[src/include/rx_frontend_params.svh]
`ifndef RX_FRONTEND_PARAMS_SVH
`define RX_FRONTEND_PARAMS_SVH

// Base of the front-end block on the settings bus.
`define RX_SET_BASE 0

// Register offsets from the base.
`define RX_ADDR_SWAP  0
`define RX_ADDR_MAG   1
`define RX_ADDR_PHASE 2
`define RX_ADDR_DC_I  3
`define RX_ADDR_DC_Q  4

// Sample and coefficient widths.
`define RX_ADC_W  16
`define RX_IQ_W   24
`define RX_COEF_W 18

// Loop gain of the DC tracker as a right shift.
// Also the number of fraction bits in the accumulator.
`define RX_DC_SHIFT 12

`endif

[src/rtl/rx_settings_pkg.sv]
`default_nettype none

`include "rx_frontend_params.svh"

package rx_settings_pkg;

   typedef logic [7:0]  set_addr_t;
   typedef logic [31:0] set_data_t;

   // DC offset load request for one channel.
   typedef struct packed
   {
      logic                       load;   // One cycle strobe.
      logic                       fixed;  // 1 holds the value, 0 tracks.
      logic signed [`RX_IQ_W-1:0] value;
   } dc_cmd_t;

   // Static front-end configuration.
   typedef struct packed
   {
      logic                         swap;
      logic signed [`RX_COEF_W-1:0] mag;
      logic signed [`RX_COEF_W-1:0] phase;
   } fe_cfg_t;

endpackage

`default_nettype wire

[src/rtl/rx_sample_pkg.sv]
`default_nettype none

`include "rx_frontend_params.svh"

package rx_sample_pkg;

   typedef logic signed [`RX_ADC_W-1:0]  adc_word_t;
   typedef logic signed [`RX_IQ_W-1:0]   iq_word_t;
   typedef logic signed [`RX_COEF_W-1:0] coef_t;

   // One I/Q sample moving down the pipeline.
   // Valid marks a new item; the rest is held between items.
   typedef struct packed
   {
      logic     valid;
      iq_word_t i;
      iq_word_t q;
      logic     ovf_i;
      logic     ovf_q;
   } iq_pair_t;

endpackage

`default_nettype wire

[src/rtl/rx_settings_regs.sv]
`default_nettype none

`include "rx_frontend_params.svh"

module rx_settings_regs
(
   input  wire logic                       clk,
   input  wire logic                       rst_n_i,
   input  wire logic                       set_stb_i,
   input  wire rx_settings_pkg::set_addr_t set_addr_i,
   input  wire rx_settings_pkg::set_data_t set_data_i,
   output rx_settings_pkg::fe_cfg_t        cfg_o,
   output rx_settings_pkg::dc_cmd_t        dc_i_cmd_o,
   output rx_settings_pkg::dc_cmd_t        dc_q_cmd_o
);

   import rx_settings_pkg::*;

   localparam set_addr_t ADDR_SWAP  = set_addr_t'(`RX_SET_BASE + `RX_ADDR_SWAP);
   localparam set_addr_t ADDR_MAG   = set_addr_t'(`RX_SET_BASE + `RX_ADDR_MAG);
   localparam set_addr_t ADDR_PHASE = set_addr_t'(`RX_SET_BASE + `RX_ADDR_PHASE);
   localparam set_addr_t ADDR_DC_I  = set_addr_t'(`RX_SET_BASE + `RX_ADDR_DC_I);
   localparam set_addr_t ADDR_DC_Q  = set_addr_t'(`RX_SET_BASE + `RX_ADDR_DC_Q);

   // Bit 31 selects the mode, the low 24 bits carry the offset.
   function automatic dc_cmd_t dc_load(input set_data_t data);
      dc_cmd_t cmd;
      cmd.load  = 1'b1;
      cmd.fixed = data[31];
      cmd.value = data[`RX_IQ_W-1:0];
      return cmd;
   endfunction

   always_ff @(posedge clk)
   begin
      if (!rst_n_i)
      begin
         cfg_o      <= '0;
         dc_i_cmd_o <= '0;
         dc_q_cmd_o <= '0;
      end
      else
      begin
         dc_i_cmd_o.load <= 1'b0;  // Strobe lasts one cycle.
         dc_q_cmd_o.load <= 1'b0;
         if (set_stb_i)
         begin
            case (set_addr_i)
               ADDR_SWAP:  cfg_o.swap  <= set_data_i[0];
               ADDR_MAG:   cfg_o.mag   <= set_data_i[`RX_COEF_W-1:0];
               ADDR_PHASE: cfg_o.phase <= set_data_i[`RX_COEF_W-1:0];
               ADDR_DC_I:  dc_i_cmd_o  <= dc_load(set_data_i);
               ADDR_DC_Q:  dc_q_cmd_o  <= dc_load(set_data_i);
               default:
               begin
               end
            endcase
         end
      end
   end

endmodule

`default_nettype wire

[src/rtl/rx_adc_capture.sv]
`default_nettype none

`include "rx_frontend_params.svh"

module rx_adc_capture
(
   input  wire logic                     clk,
   input  wire logic                     rst_n_i,
   input  wire rx_sample_pkg::adc_word_t adc_a_i,
   input  wire rx_sample_pkg::adc_word_t adc_b_i,
   input  wire logic                     adc_ovf_a_i,
   input  wire logic                     adc_ovf_b_i,
   input  wire logic                     adc_valid_i,
   input  wire logic                     swap_i,
   output rx_sample_pkg::iq_pair_t       raw_o
);

   import rx_sample_pkg::*;

   // ADC word goes to the top bits, zeros fill below.
   function automatic iq_word_t widen(input adc_word_t s);
      return {s, {(`RX_IQ_W - `RX_ADC_W){1'b0}}};
   endfunction

   always_ff @(posedge clk)
   begin
      if (!rst_n_i)
         raw_o.valid <= 1'b0;
      else
         raw_o.valid <= adc_valid_i;

      if (adc_valid_i)
      begin
         if (swap_i)
         begin
            raw_o.i     <= widen(adc_b_i);
            raw_o.q     <= widen(adc_a_i);
            raw_o.ovf_i <= adc_ovf_b_i;
            raw_o.ovf_q <= adc_ovf_a_i;
         end
         else
         begin
            raw_o.i     <= widen(adc_a_i);
            raw_o.q     <= widen(adc_b_i);
            raw_o.ovf_i <= adc_ovf_a_i;
            raw_o.ovf_q <= adc_ovf_b_i;
         end
      end
   end

endmodule

`default_nettype wire

[src/rtl/rx_dcoffset.sv]
`default_nettype none

`include "rx_frontend_params.svh"

module rx_dcoffset
(
   input  wire logic                     clk,
   input  wire logic                     rst_n_i,
   input  wire rx_settings_pkg::dc_cmd_t cmd_i,
   input  wire logic                     in_valid_i,
   input  wire rx_sample_pkg::iq_word_t  in_i,
   output logic                          out_valid_o,
   output rx_sample_pkg::iq_word_t       out_o
);

   import rx_sample_pkg::*;

   localparam int ACC_W = `RX_IQ_W + `RX_DC_SHIFT;

   localparam iq_word_t MAX_VAL = {1'b0, {(`RX_IQ_W-1){1'b1}}};
   localparam iq_word_t MIN_VAL = {1'b1, {(`RX_IQ_W-1){1'b0}}};

   logic signed [ACC_W-1:0]   acc;  // Offset with RX_DC_SHIFT fraction bits.
   logic                      fixed_q;
   iq_word_t                  ofs;
   logic signed [`RX_IQ_W:0]  diff;
   iq_word_t                  sat;
   logic signed [ACC_W-1:0]   step;

   assign ofs  = acc[ACC_W-1 -: `RX_IQ_W];
   assign diff = in_i - ofs;

   // Clip when the sign bit and the extra bit disagree.
   always_comb
   begin
      if (diff[`RX_IQ_W] != diff[`RX_IQ_W-1])
         sat = diff[`RX_IQ_W] ? MIN_VAL : MAX_VAL;
      else
         sat = diff[`RX_IQ_W-1:0];
   end

   // Output aligned to the accumulator LSB, i.e. shifted right by
   // RX_DC_SHIFT in offset units.
   assign step = sat;

   always_ff @(posedge clk)
   begin
      if (!rst_n_i)
      begin
         acc         <= '0;
         fixed_q     <= 1'b0;  // Tracking after reset.
         out_valid_o <= 1'b0;
      end
      else
      begin
         out_valid_o <= in_valid_i;
         if (cmd_i.load)
         begin
            acc     <= {cmd_i.value, {`RX_DC_SHIFT{1'b0}}};
            fixed_q <= cmd_i.fixed;
         end
         else if (in_valid_i && !fixed_q)
            acc <= acc + step;
      end
   end

   always_ff @(posedge clk)
   begin
      if (in_valid_i)
         out_o <= sat;
   end

endmodule

`default_nettype wire

[src/rtl/rx_iq_correct.sv]
`default_nettype none

`include "rx_frontend_params.svh"

module rx_iq_correct
#(
   parameter int IQCOMP_EN = 1
)
(
   input  wire logic                     clk,
   input  wire logic                     rst_n_i,
   input  wire rx_settings_pkg::fe_cfg_t cfg_i,
   input  wire rx_sample_pkg::iq_pair_t  in_i,
   output rx_sample_pkg::iq_pair_t       out_o
);

   import rx_sample_pkg::*;

   localparam int PROD_W = 2 * `RX_COEF_W;

   localparam iq_word_t MAX_VAL = {1'b0, {(`RX_IQ_W-1){1'b1}}};
   localparam iq_word_t MIN_VAL = {1'b1, {(`RX_IQ_W-1){1'b0}}};

   logic signed [PROD_W-1:0] prod_mag_d;
   logic signed [PROD_W-1:0] prod_phase_d;
   logic signed [PROD_W-1:0] prod_mag_q;
   logic signed [PROD_W-1:0] prod_phase_q;
   iq_pair_t                 s1;

   function automatic iq_word_t add_clip(input iq_word_t a, input iq_word_t b);
      logic signed [`RX_IQ_W:0] sum;
      sum = a + b;
      if (sum[`RX_IQ_W] != sum[`RX_IQ_W-1])
         return sum[`RX_IQ_W] ? MIN_VAL : MAX_VAL;
      return sum[`RX_IQ_W-1:0];
   endfunction

   generate
      if (IQCOMP_EN != 0)
      begin : g_mult
         coef_t i_hi;

         assign i_hi         = in_i.i[`RX_IQ_W-1 -: `RX_COEF_W];  // Top 18 bits of I.
         assign prod_mag_d   = i_hi * cfg_i.mag;
         assign prod_phase_d = i_hi * cfg_i.phase;
      end
      else
      begin : g_bypass
         assign prod_mag_d   = '0;
         assign prod_phase_d = '0;
      end
   endgenerate

   // Valid bits of both stages.
   always_ff @(posedge clk)
   begin
      if (!rst_n_i)
      begin
         s1.valid    <= 1'b0;
         out_o.valid <= 1'b0;
      end
      else
      begin
         s1.valid    <= in_i.valid;
         out_o.valid <= s1.valid;
      end
   end

   // Stage 1 holds the sample and both products.
   always_ff @(posedge clk)
   begin
      if (in_i.valid)
      begin
         s1.i         <= in_i.i;
         s1.q         <= in_i.q;
         s1.ovf_i     <= in_i.ovf_i;
         s1.ovf_q     <= in_i.ovf_q;
         prod_mag_q   <= prod_mag_d;
         prod_phase_q <= prod_phase_d;
      end
   end

   // Stage 2 adds and clips.
   always_ff @(posedge clk)
   begin
      if (s1.valid)
      begin
         out_o.i     <= add_clip(s1.i, prod_mag_q[PROD_W-1 -: `RX_IQ_W]);
         out_o.q     <= add_clip(s1.q, prod_phase_q[PROD_W-1 -: `RX_IQ_W]);
         out_o.ovf_i <= s1.ovf_i;
         out_o.ovf_q <= s1.ovf_q;
      end
   end

endmodule

`default_nettype wire

[src/rtl/rx_frontend.sv]
`default_nettype none

module rx_frontend
#(
   parameter int IQCOMP_EN = 1
)
(
   input  wire logic                       clk,
   input  wire logic                       rst_n_i,
   input  wire logic                       set_stb_i,
   input  wire rx_settings_pkg::set_addr_t set_addr_i,
   input  wire rx_settings_pkg::set_data_t set_data_i,
   input  wire rx_sample_pkg::adc_word_t   adc_a_i,
   input  wire logic                       adc_ovf_a_i,
   input  wire rx_sample_pkg::adc_word_t   adc_b_i,
   input  wire logic                       adc_ovf_b_i,
   input  wire logic                       adc_valid_i,
   output logic                            out_valid_o,
   output rx_sample_pkg::iq_word_t         i_o,
   output rx_sample_pkg::iq_word_t         q_o,
   output logic                            ovf_i_o,
   output logic                            ovf_q_o
);

   import rx_settings_pkg::*;
   import rx_sample_pkg::*;

   fe_cfg_t  cfg;
   dc_cmd_t  dc_i_cmd;
   dc_cmd_t  dc_q_cmd;
   iq_pair_t raw;
   iq_pair_t dc_pair;
   iq_pair_t corr;
   logic     dc_valid_i;
   logic     dc_valid_q;
   logic     ovf_i_q;
   logic     ovf_q_q;

   rx_settings_regs u_settings (
      .clk, .rst_n_i, .set_stb_i, .set_addr_i, .set_data_i,
      .cfg_o(cfg), .dc_i_cmd_o(dc_i_cmd), .dc_q_cmd_o(dc_q_cmd));

   rx_adc_capture u_capture (
      .clk, .rst_n_i, .adc_a_i, .adc_b_i, .adc_ovf_a_i, .adc_ovf_b_i,
      .adc_valid_i, .swap_i(cfg.swap), .raw_o(raw));

   rx_dcoffset u_dc_i (
      .clk, .rst_n_i, .cmd_i(dc_i_cmd), .in_valid_i(raw.valid), .in_i(raw.i),
      .out_valid_o(dc_valid_i), .out_o(dc_pair.i));

   rx_dcoffset u_dc_q (
      .clk, .rst_n_i, .cmd_i(dc_q_cmd), .in_valid_i(raw.valid), .in_i(raw.q),
      .out_valid_o(dc_valid_q), .out_o(dc_pair.q));

   // Overflow flags ride alongside the DC stage.
   always_ff @(posedge clk)
   begin
      if (raw.valid)
      begin
         ovf_i_q <= raw.ovf_i;
         ovf_q_q <= raw.ovf_q;
      end
   end

   assign dc_pair.valid = dc_valid_i & dc_valid_q;  // Both channels step together.
   assign dc_pair.ovf_i = ovf_i_q;
   assign dc_pair.ovf_q = ovf_q_q;

   rx_iq_correct #(.IQCOMP_EN(IQCOMP_EN)) u_iq_correct (
      .clk, .rst_n_i, .cfg_i(cfg), .in_i(dc_pair), .out_o(corr));

   assign out_valid_o = corr.valid;
   assign i_o         = corr.i;
   assign q_o         = corr.q;
   assign ovf_i_o     = corr.ovf_i;
   assign ovf_q_o     = corr.ovf_q;

endmodule

`default_nettype wire

[config.mk]
export PLATFORM = sky130hd
export DESIGN_NAME = rx_frontend
export DESIGN_NICKNAME = d
export VERILOG_FILES = /design/src/rtl/rx_settings_pkg.sv /design/src/rtl/rx_sample_pkg.sv /design/src/rtl/rx_settings_regs.sv /design/src/rtl/rx_adc_capture.sv /design/src/rtl/rx_dcoffset.sv /design/src/rtl/rx_iq_correct.sv /design/src/rtl/rx_frontend.sv
export VERILOG_INCLUDE_DIRS = /design/src /design/src/include
export SDC_FILE = /design/constraint.sdc
export NUM_CORES = 2
export LEC_CHECK = 0
export BUFFER_PORTS_ARGS = -buffer_cell sky130_fd_sc_hd__buf_2
export CAP_MARGIN = 15
export CORE_ASPECT_RATIO = 1.2
export CORE_UTILIZATION = 60
export DETAILED_ROUTE_END_ITERATION = 16
export PLACE_DENSITY = 0.87
export RECOVER_POWER = 100
export SYNTH_ARGS = -nofsm -noshare
export SYNTH_HDL_FRONTEND = slang
export SYNTH_SLANG_ARGS = --single-unit
export TNS_END_PERCENT = 5
[constraint.sdc]
create_clock -name clk -period 9.7 [get_ports clk]
set_clock_uncertainty 0.1 [all_clocks]
set_input_delay 1.455 -clock clk [delete_from_list [all_inputs] [get_ports clk]]
set_output_delay 1.455 -clock clk [all_outputs]
set_load 0.05 [all_outputs]
; Yosys cells after proc, flatten, opt, wreduce, memory -nomap -nowiden
; Index checks and enable logic that the tools add are counted.
[totals]
regBits = 439
inputBits = 78
memories = 0
mem_bits_rw = 0
latchBits = 0
romBits = 0
[classes]
bitwise_logic = 1
n_mux = 21
magnitude_cmp = 0
eq_ne = 8
n_addsub = 6
n_reduce_logical = 15
mul = 2
div_mod_pow = 0
n_shift = 0
[op_table]
columns = operator, count
row1 = 2-to-1 mux 24 bit, 10
row2 = 2-to-1 mux 36 bit, 4
row3 = adder 36 x 24 -> 36 bit, 2
row4 = multiplier 18 x 18 -> 36 bit, 2
row5 = 2-to-1 mux 26 bit, 2
row6 = adder 24 x 24 -> 25 bit, 2
row7 = 2-to-1 mux 50 bit, 1
row8 = subtractor 24 x 24 -> 25 bit, 2
row9 = equality test 8 x 2 -> 1 bit (second input constant), 2
row10 = AND reduction 2 bit, 6
row11 = equality test 8 x 1 -> 1 bit (second input constant), 1
row12 = equality test 8 x 3 -> 1 bit (second input constant), 1
row13 = zero test 8 bit, 1
row14 = 2-to-1 mux 1 bit, 4
row15 = != test 1 bit, 4
row16 = nonzero test 2 bit, 2
row17 = OR reduction 2 bit, 2
row18 = logical AND 1 bit, 2
row19 = zero test 1 bit, 2
row20 = NOT 1 bit, 1

; Logic depth before layout (Yosys ltp)
[depth]
word_depth = 6
depth_mapped = 26

; Hierarchy
; From an unflattened synthesis, not the netlist that was laid out.
[hier_totals]
cells_unflattened = 4828
hier_area_um2 = 46678.5
[by_module_without_submodules]
columns = mod, seq_area_each_um2, instances, area_per_inst_um2, cells_per_inst
row1 = rx_iq_correct, 4484.3, 1, 30735.7, 3121
row2 = rx_dcoffset, 1481.4, 2, 5400.2, 644
row3 = rx_settings_regs, 1781.7, 1, 3338.2, 325
row4 = rx_adc_capture, 1041.0, 1, 1737.9, 91
row5 = rx_frontend, 60.1, 1, 66.3, 3

; Worst setup path before layout
; No wires, ideal clock.
[synth_timing]
kind = register to register
from = register u_dc_i.out_o[23]
to = register u_iq_correct.prod_phase_q[35] (data pin)
slack_ns = 2.918
setup_time_ns = 0.260
n_path_buf = 2
t_arrival_ns = 6.422
required_ns = 9.340
period_less_slack_ns = 6.782
stages_incl_launch_ff = 27
cell_sequence = edfxtp_1 -> clkbuf_1 -> clkbuf_1 -> nand2_1 -> inv_1 -> fa_1 -> inv_1 -> fa_1 -> inv_1 -> ha_1 -> inv_1 -> fa_1 -> inv_1 -> fa_1 -> inv_1 -> fa_1 -> inv_1 -> ha_1 -> a21o_1 -> a21oi_1 -> and4_1 -> a221oi_2 -> o41ai_2 -> o21ai_1 -> a311oi_1 -> o21bai_1 -> xnor2_1
[synth_via]
elab_chain_len = 1
[synth_rtl]
columns = element, line_no
row1 = from (decl), rx_dcoffset.sv:13  ; output rx_sample_pkg::iq_word_t out_o
row2 = from (signal assigned), rx_dcoffset.sv:70  ; out_o <= sat;
row3 = multiplier 18 x 18 -> 36 bit, rx_iq_correct.sv:45  ; assign prod_phase_d = i_hi * cfg_i.phase;
row4 = named net u_iq_correct.prod_phase_d[35], rx_iq_correct.sv:25  ; logic signed [PROD_W-1:0] prod_phase_d;
row5 = to (signal assigned), rx_iq_correct.sv:79  ; prod_phase_q <= prod_phase_d;
row6 = to (decl), rx_iq_correct.sv:27  ; logic signed [PROD_W-1:0] prod_phase_q;
; The timed path passes the listed nets, and every way through them passes these cells.
; A chain may end at the register's enable or synchronous reset.

; Worst setup path after layout
[layout_timing]
from = register u_dc_i.out_o[15]
to = register u_iq_correct.prod_phase_q[35] (data pin)
; Same word-level chain as after synthesis.

==> metrics.txt <==
commonest cells after routing, fill and taps aside=inv_1 (821), fa_1 (660), nand2_1 (618); setup bufs post-CTS=0; clk sinks=between 300 and 400; required time worst endpoint=slightly below 10000 ps; Area Growth Syn to Fin=5.58%; Die X=roughly 250 um; Layout Nets=5814; synth unique cells=94; Synth Register Bits=between 300 and 400; Boundary Pins=~130; post-route core utilization=~64%; CTS Buffer Depth=3; Hold Vio Cnt, Final=0; Post-CTS Resized=0; Peak VDD IR=0.180 mV; Clock power frac=between 20% and 30%; Arr. time, crit path=slightly below 9000 ps; Post-Synthesis Cells=about 4800; ys flop type=edfxtp_1; crit path cell chain=clkbuf_1 -> nand2_1 -> fa_1 -> inv_1 -> fa_1 -> fa_1 -> fa_1 -> fa_1 -> inv_1 -> fa_1 -> inv_1 -> ha_1 -> a21o_1 -> a21o_1 -> a21oi_1 -> and4_1 -> a221oi_2 -> o41ai_2 -> o21ai_1 -> a311oi_1 -> o21bai_1 -> xnor2_1; Setup violations, final=0; FFs w/ async S/R, synth=0%; GPL Wtd Cong=0.933; Clk pin slew, worst setup/hold paths=approximately 70 ps; ANT nets after route=0; Max Freq=0.117 GHz; Die ar.=between 70000 and 80000 um^2; Row Count=~110; number of port buffers=between 100 and 150; fin crit share=between 80% and 90%; Clock Tree Root=clkbuf_16; Vias=approximately 34000; Lkg Pwr=approximately 22 nW; area of the multi-input gates=between 30000 and 40000 um^2; element type at the critical path end=register; crit-path max FO=37; total grt overflow=0; first-pass GRT wire length=around 180 mm; all-layer global routing usage=between 20% and 30%; Worst-Margin Slew=3950 ps; total power=6.32 mW; FF/Latch Area=a little over 10000 um^2; number of global-route vias before repair=about 36000; failing checks=capacitance limit, slew limit; status=finished, violations left; Seq/Total Area, Yosys=between 20% and 30%; most common cell after layout, fill and taps aside=inv_1; Post-synth EDFFs=232; post-route minimum period=approximately 8500 ps; vias per cell=5.87; hold_buf cts=0; combinational power share=between 30 and 40%; Pins Over Slew Limit=609; DRC=0; Setup crit start kind=register; # fillers=between 5000 and 6000; TritonCTS clock tree=built; clk_lat worst skew=600 ps; yosys warns=0; proportion of layout cells with a drive suffix above 1=under 10%; Core Region=74100 um^2; internal power=around 3.9 mW; antenna violations before repair=5; Synth Area per Inst=around 9.5 um^2; most used cell, CP=fa_1; RSZ-0062 raised after global routing=false; power per cell area=between 100 and 150 nW/um^2; Critical Path Max Stage Delay=between 1500 and 2000 ps; slew margin rel.=-164%; critical path's slowest cell=clkbuf_1; H-tree level count=2; max cap viols=14; Switch Pwr=between 2 and 2.5 mW; Total Neg Setup Slack=0 ps; largest net degree at the start of global routing=89; Starting DRT DRC Count=between 2000 and 2500; Mapped Area=45200 um^2; Crit Path Class=reg2reg; Net Sw Frac=about 39%; Syn Nets=5818; Worst Hold Class=reg2reg; Reg power frac=between 30% and 40%; Pre-antenna DRT Iters=6; Die Span Y=about 300 um; Detailed Place HPWL=about 84 mm; DR WL/cell=between 15 and 20 um; total CTS buffers=42; Starting Density=about 60%; Routed Wire Length=between 100 and 150 mm
## worst paths after layout
path              slack [ps]                             to  depth (start not counted)        startpoint
setup / recovery        1170  u_iq_correct.prod_phase_q[35]                         22  u_dc_i.out_o[15]
hold / removal           300            u_iq_correct.s1[21]                          0  u_dc_q.out_o[19]
setup reg to reg        1170  u_iq_correct.prod_phase_q[35]                         22  u_dc_i.out_o[15]
hold reg to reg          300            u_iq_correct.s1[21]                          0  u_dc_q.out_o[19]
## metal layers
layer	vias to the layer above	GRT usage (%)	routed length, um	part of all wire (%)
met5	-	0	44	0.040
met4	8	18.8	7610	6.8
met3	507	5.28	8910	8.0
met2	1576	53.1	56400	51
met1	16697	33.2	38200	34
li1	15176	-	-	-
## through the flow
step	instance area [um^2]	std cells	hold WS, ps	setup WS [ps]
4_1_cts	47900	5781	297	2180
3_5_place_dp	46500	5703	305	2220
6_report	47700	5783	300	1170
5_1_grt	47700	5781	306	861
3_3_place_gp	46500	5703	302	2430
2_1_floorplan	45200	4752	300	2920
## cell usage after synthesis (14+ instances only)
library cell,n,area [um^2]
xor2_1,63,552
xnor2_1,131,1150
a21oi_1,242,1210
o21ai_0,90,450
edfxtp_1,232,6970
a211oi_1,20,150
nor3_1,35,175
dfxtp_1,167,3340
o211a_1,14,140
ha_1,328,4100
nand3_1,48,240
mux2_2,34,383
a31oi_1,19,119
and2_1,329,2060
o21bai_1,25,188
a21o_1,62,465
nor2b_1,24,150
nand2_1,617,2320
a21boi_0,91,683
inv_1,821,3080
nand2b_1,37,231
fa_1,660,13200
clkbuf_1,182,683
and3_1,17,106
o21a_1,33,248
o211ai_1,23,173
nor2_1,149,559
o21ai_1,50,250
## registers in the layout, indices dropped and copies added (netlist names), 24 cells and up
| name | cells |
|---|---|
| u_settings.dc_q_cmd_o | 26 |
| u_iq_correct.out_o | 51 |
| u_capture.raw_o | 35 |
| u_iq_correct.s1 | 51 |
| u_iq_correct.prod_mag_q | 24 |
| u_settings.cfg_o | 37 |
| u_iq_correct.prod_phase_q | 24 |
| u_dc_q.acc | 36 |
| u_dc_i.acc | 36 |
| u_settings.dc_i_cmd_o | 26 |
| u_dc_i.out_o | 24 |
| u_dc_q.out_o | 24 |
## worst max-delay path: cells and delay by family (launching register included)
kind,cells,cell delay (ps)
xor gates and xnor gates,1,130
adders and majority gates,7,3450
AOI/OAI and AO/OA,8,1910
and+or+nand+nor,2,530
buffers and inverters,4,1810
DFF,1,320
## logic make-up after synthesis
group / Yosys count / synth area share, %
AOI/OAI and AO/OA: 778 / 11.4
xor gates and xnor gates: 197 / 3.87
adders and majority gates: 1001 / 38.6
buffers and inverters: 1028 / 8.60
DFF: 399 / 22.8
muxes: 37 / 0.914
and+or+nand+nor: 1312 / 13.8
## power groups by stage
stage	combinational [mW]	sequential [mW]	clock, mW
2_1_floorplan	1.90	2.13	0
4_1_cts	2.48	2.15	1.66
3_3_place_gp	2.39	2.18	0
6_report	2.50	2.16	1.66
3_5_place_dp	2.45	2.19	0
5_1_grt	2.73	2.17	1.73
## cell type report
class                      count  area share, %
tap                          999           2.62
inverter                     822           6.47
clock buffer                  52           2.43
clock inverter                26          0.517
antenna                        2         0.0105
multi-input combinational   3325           64.8
timing repair buffer         158           1.54
sequential                   399           21.6
Power figures use the tool's default switching activity.
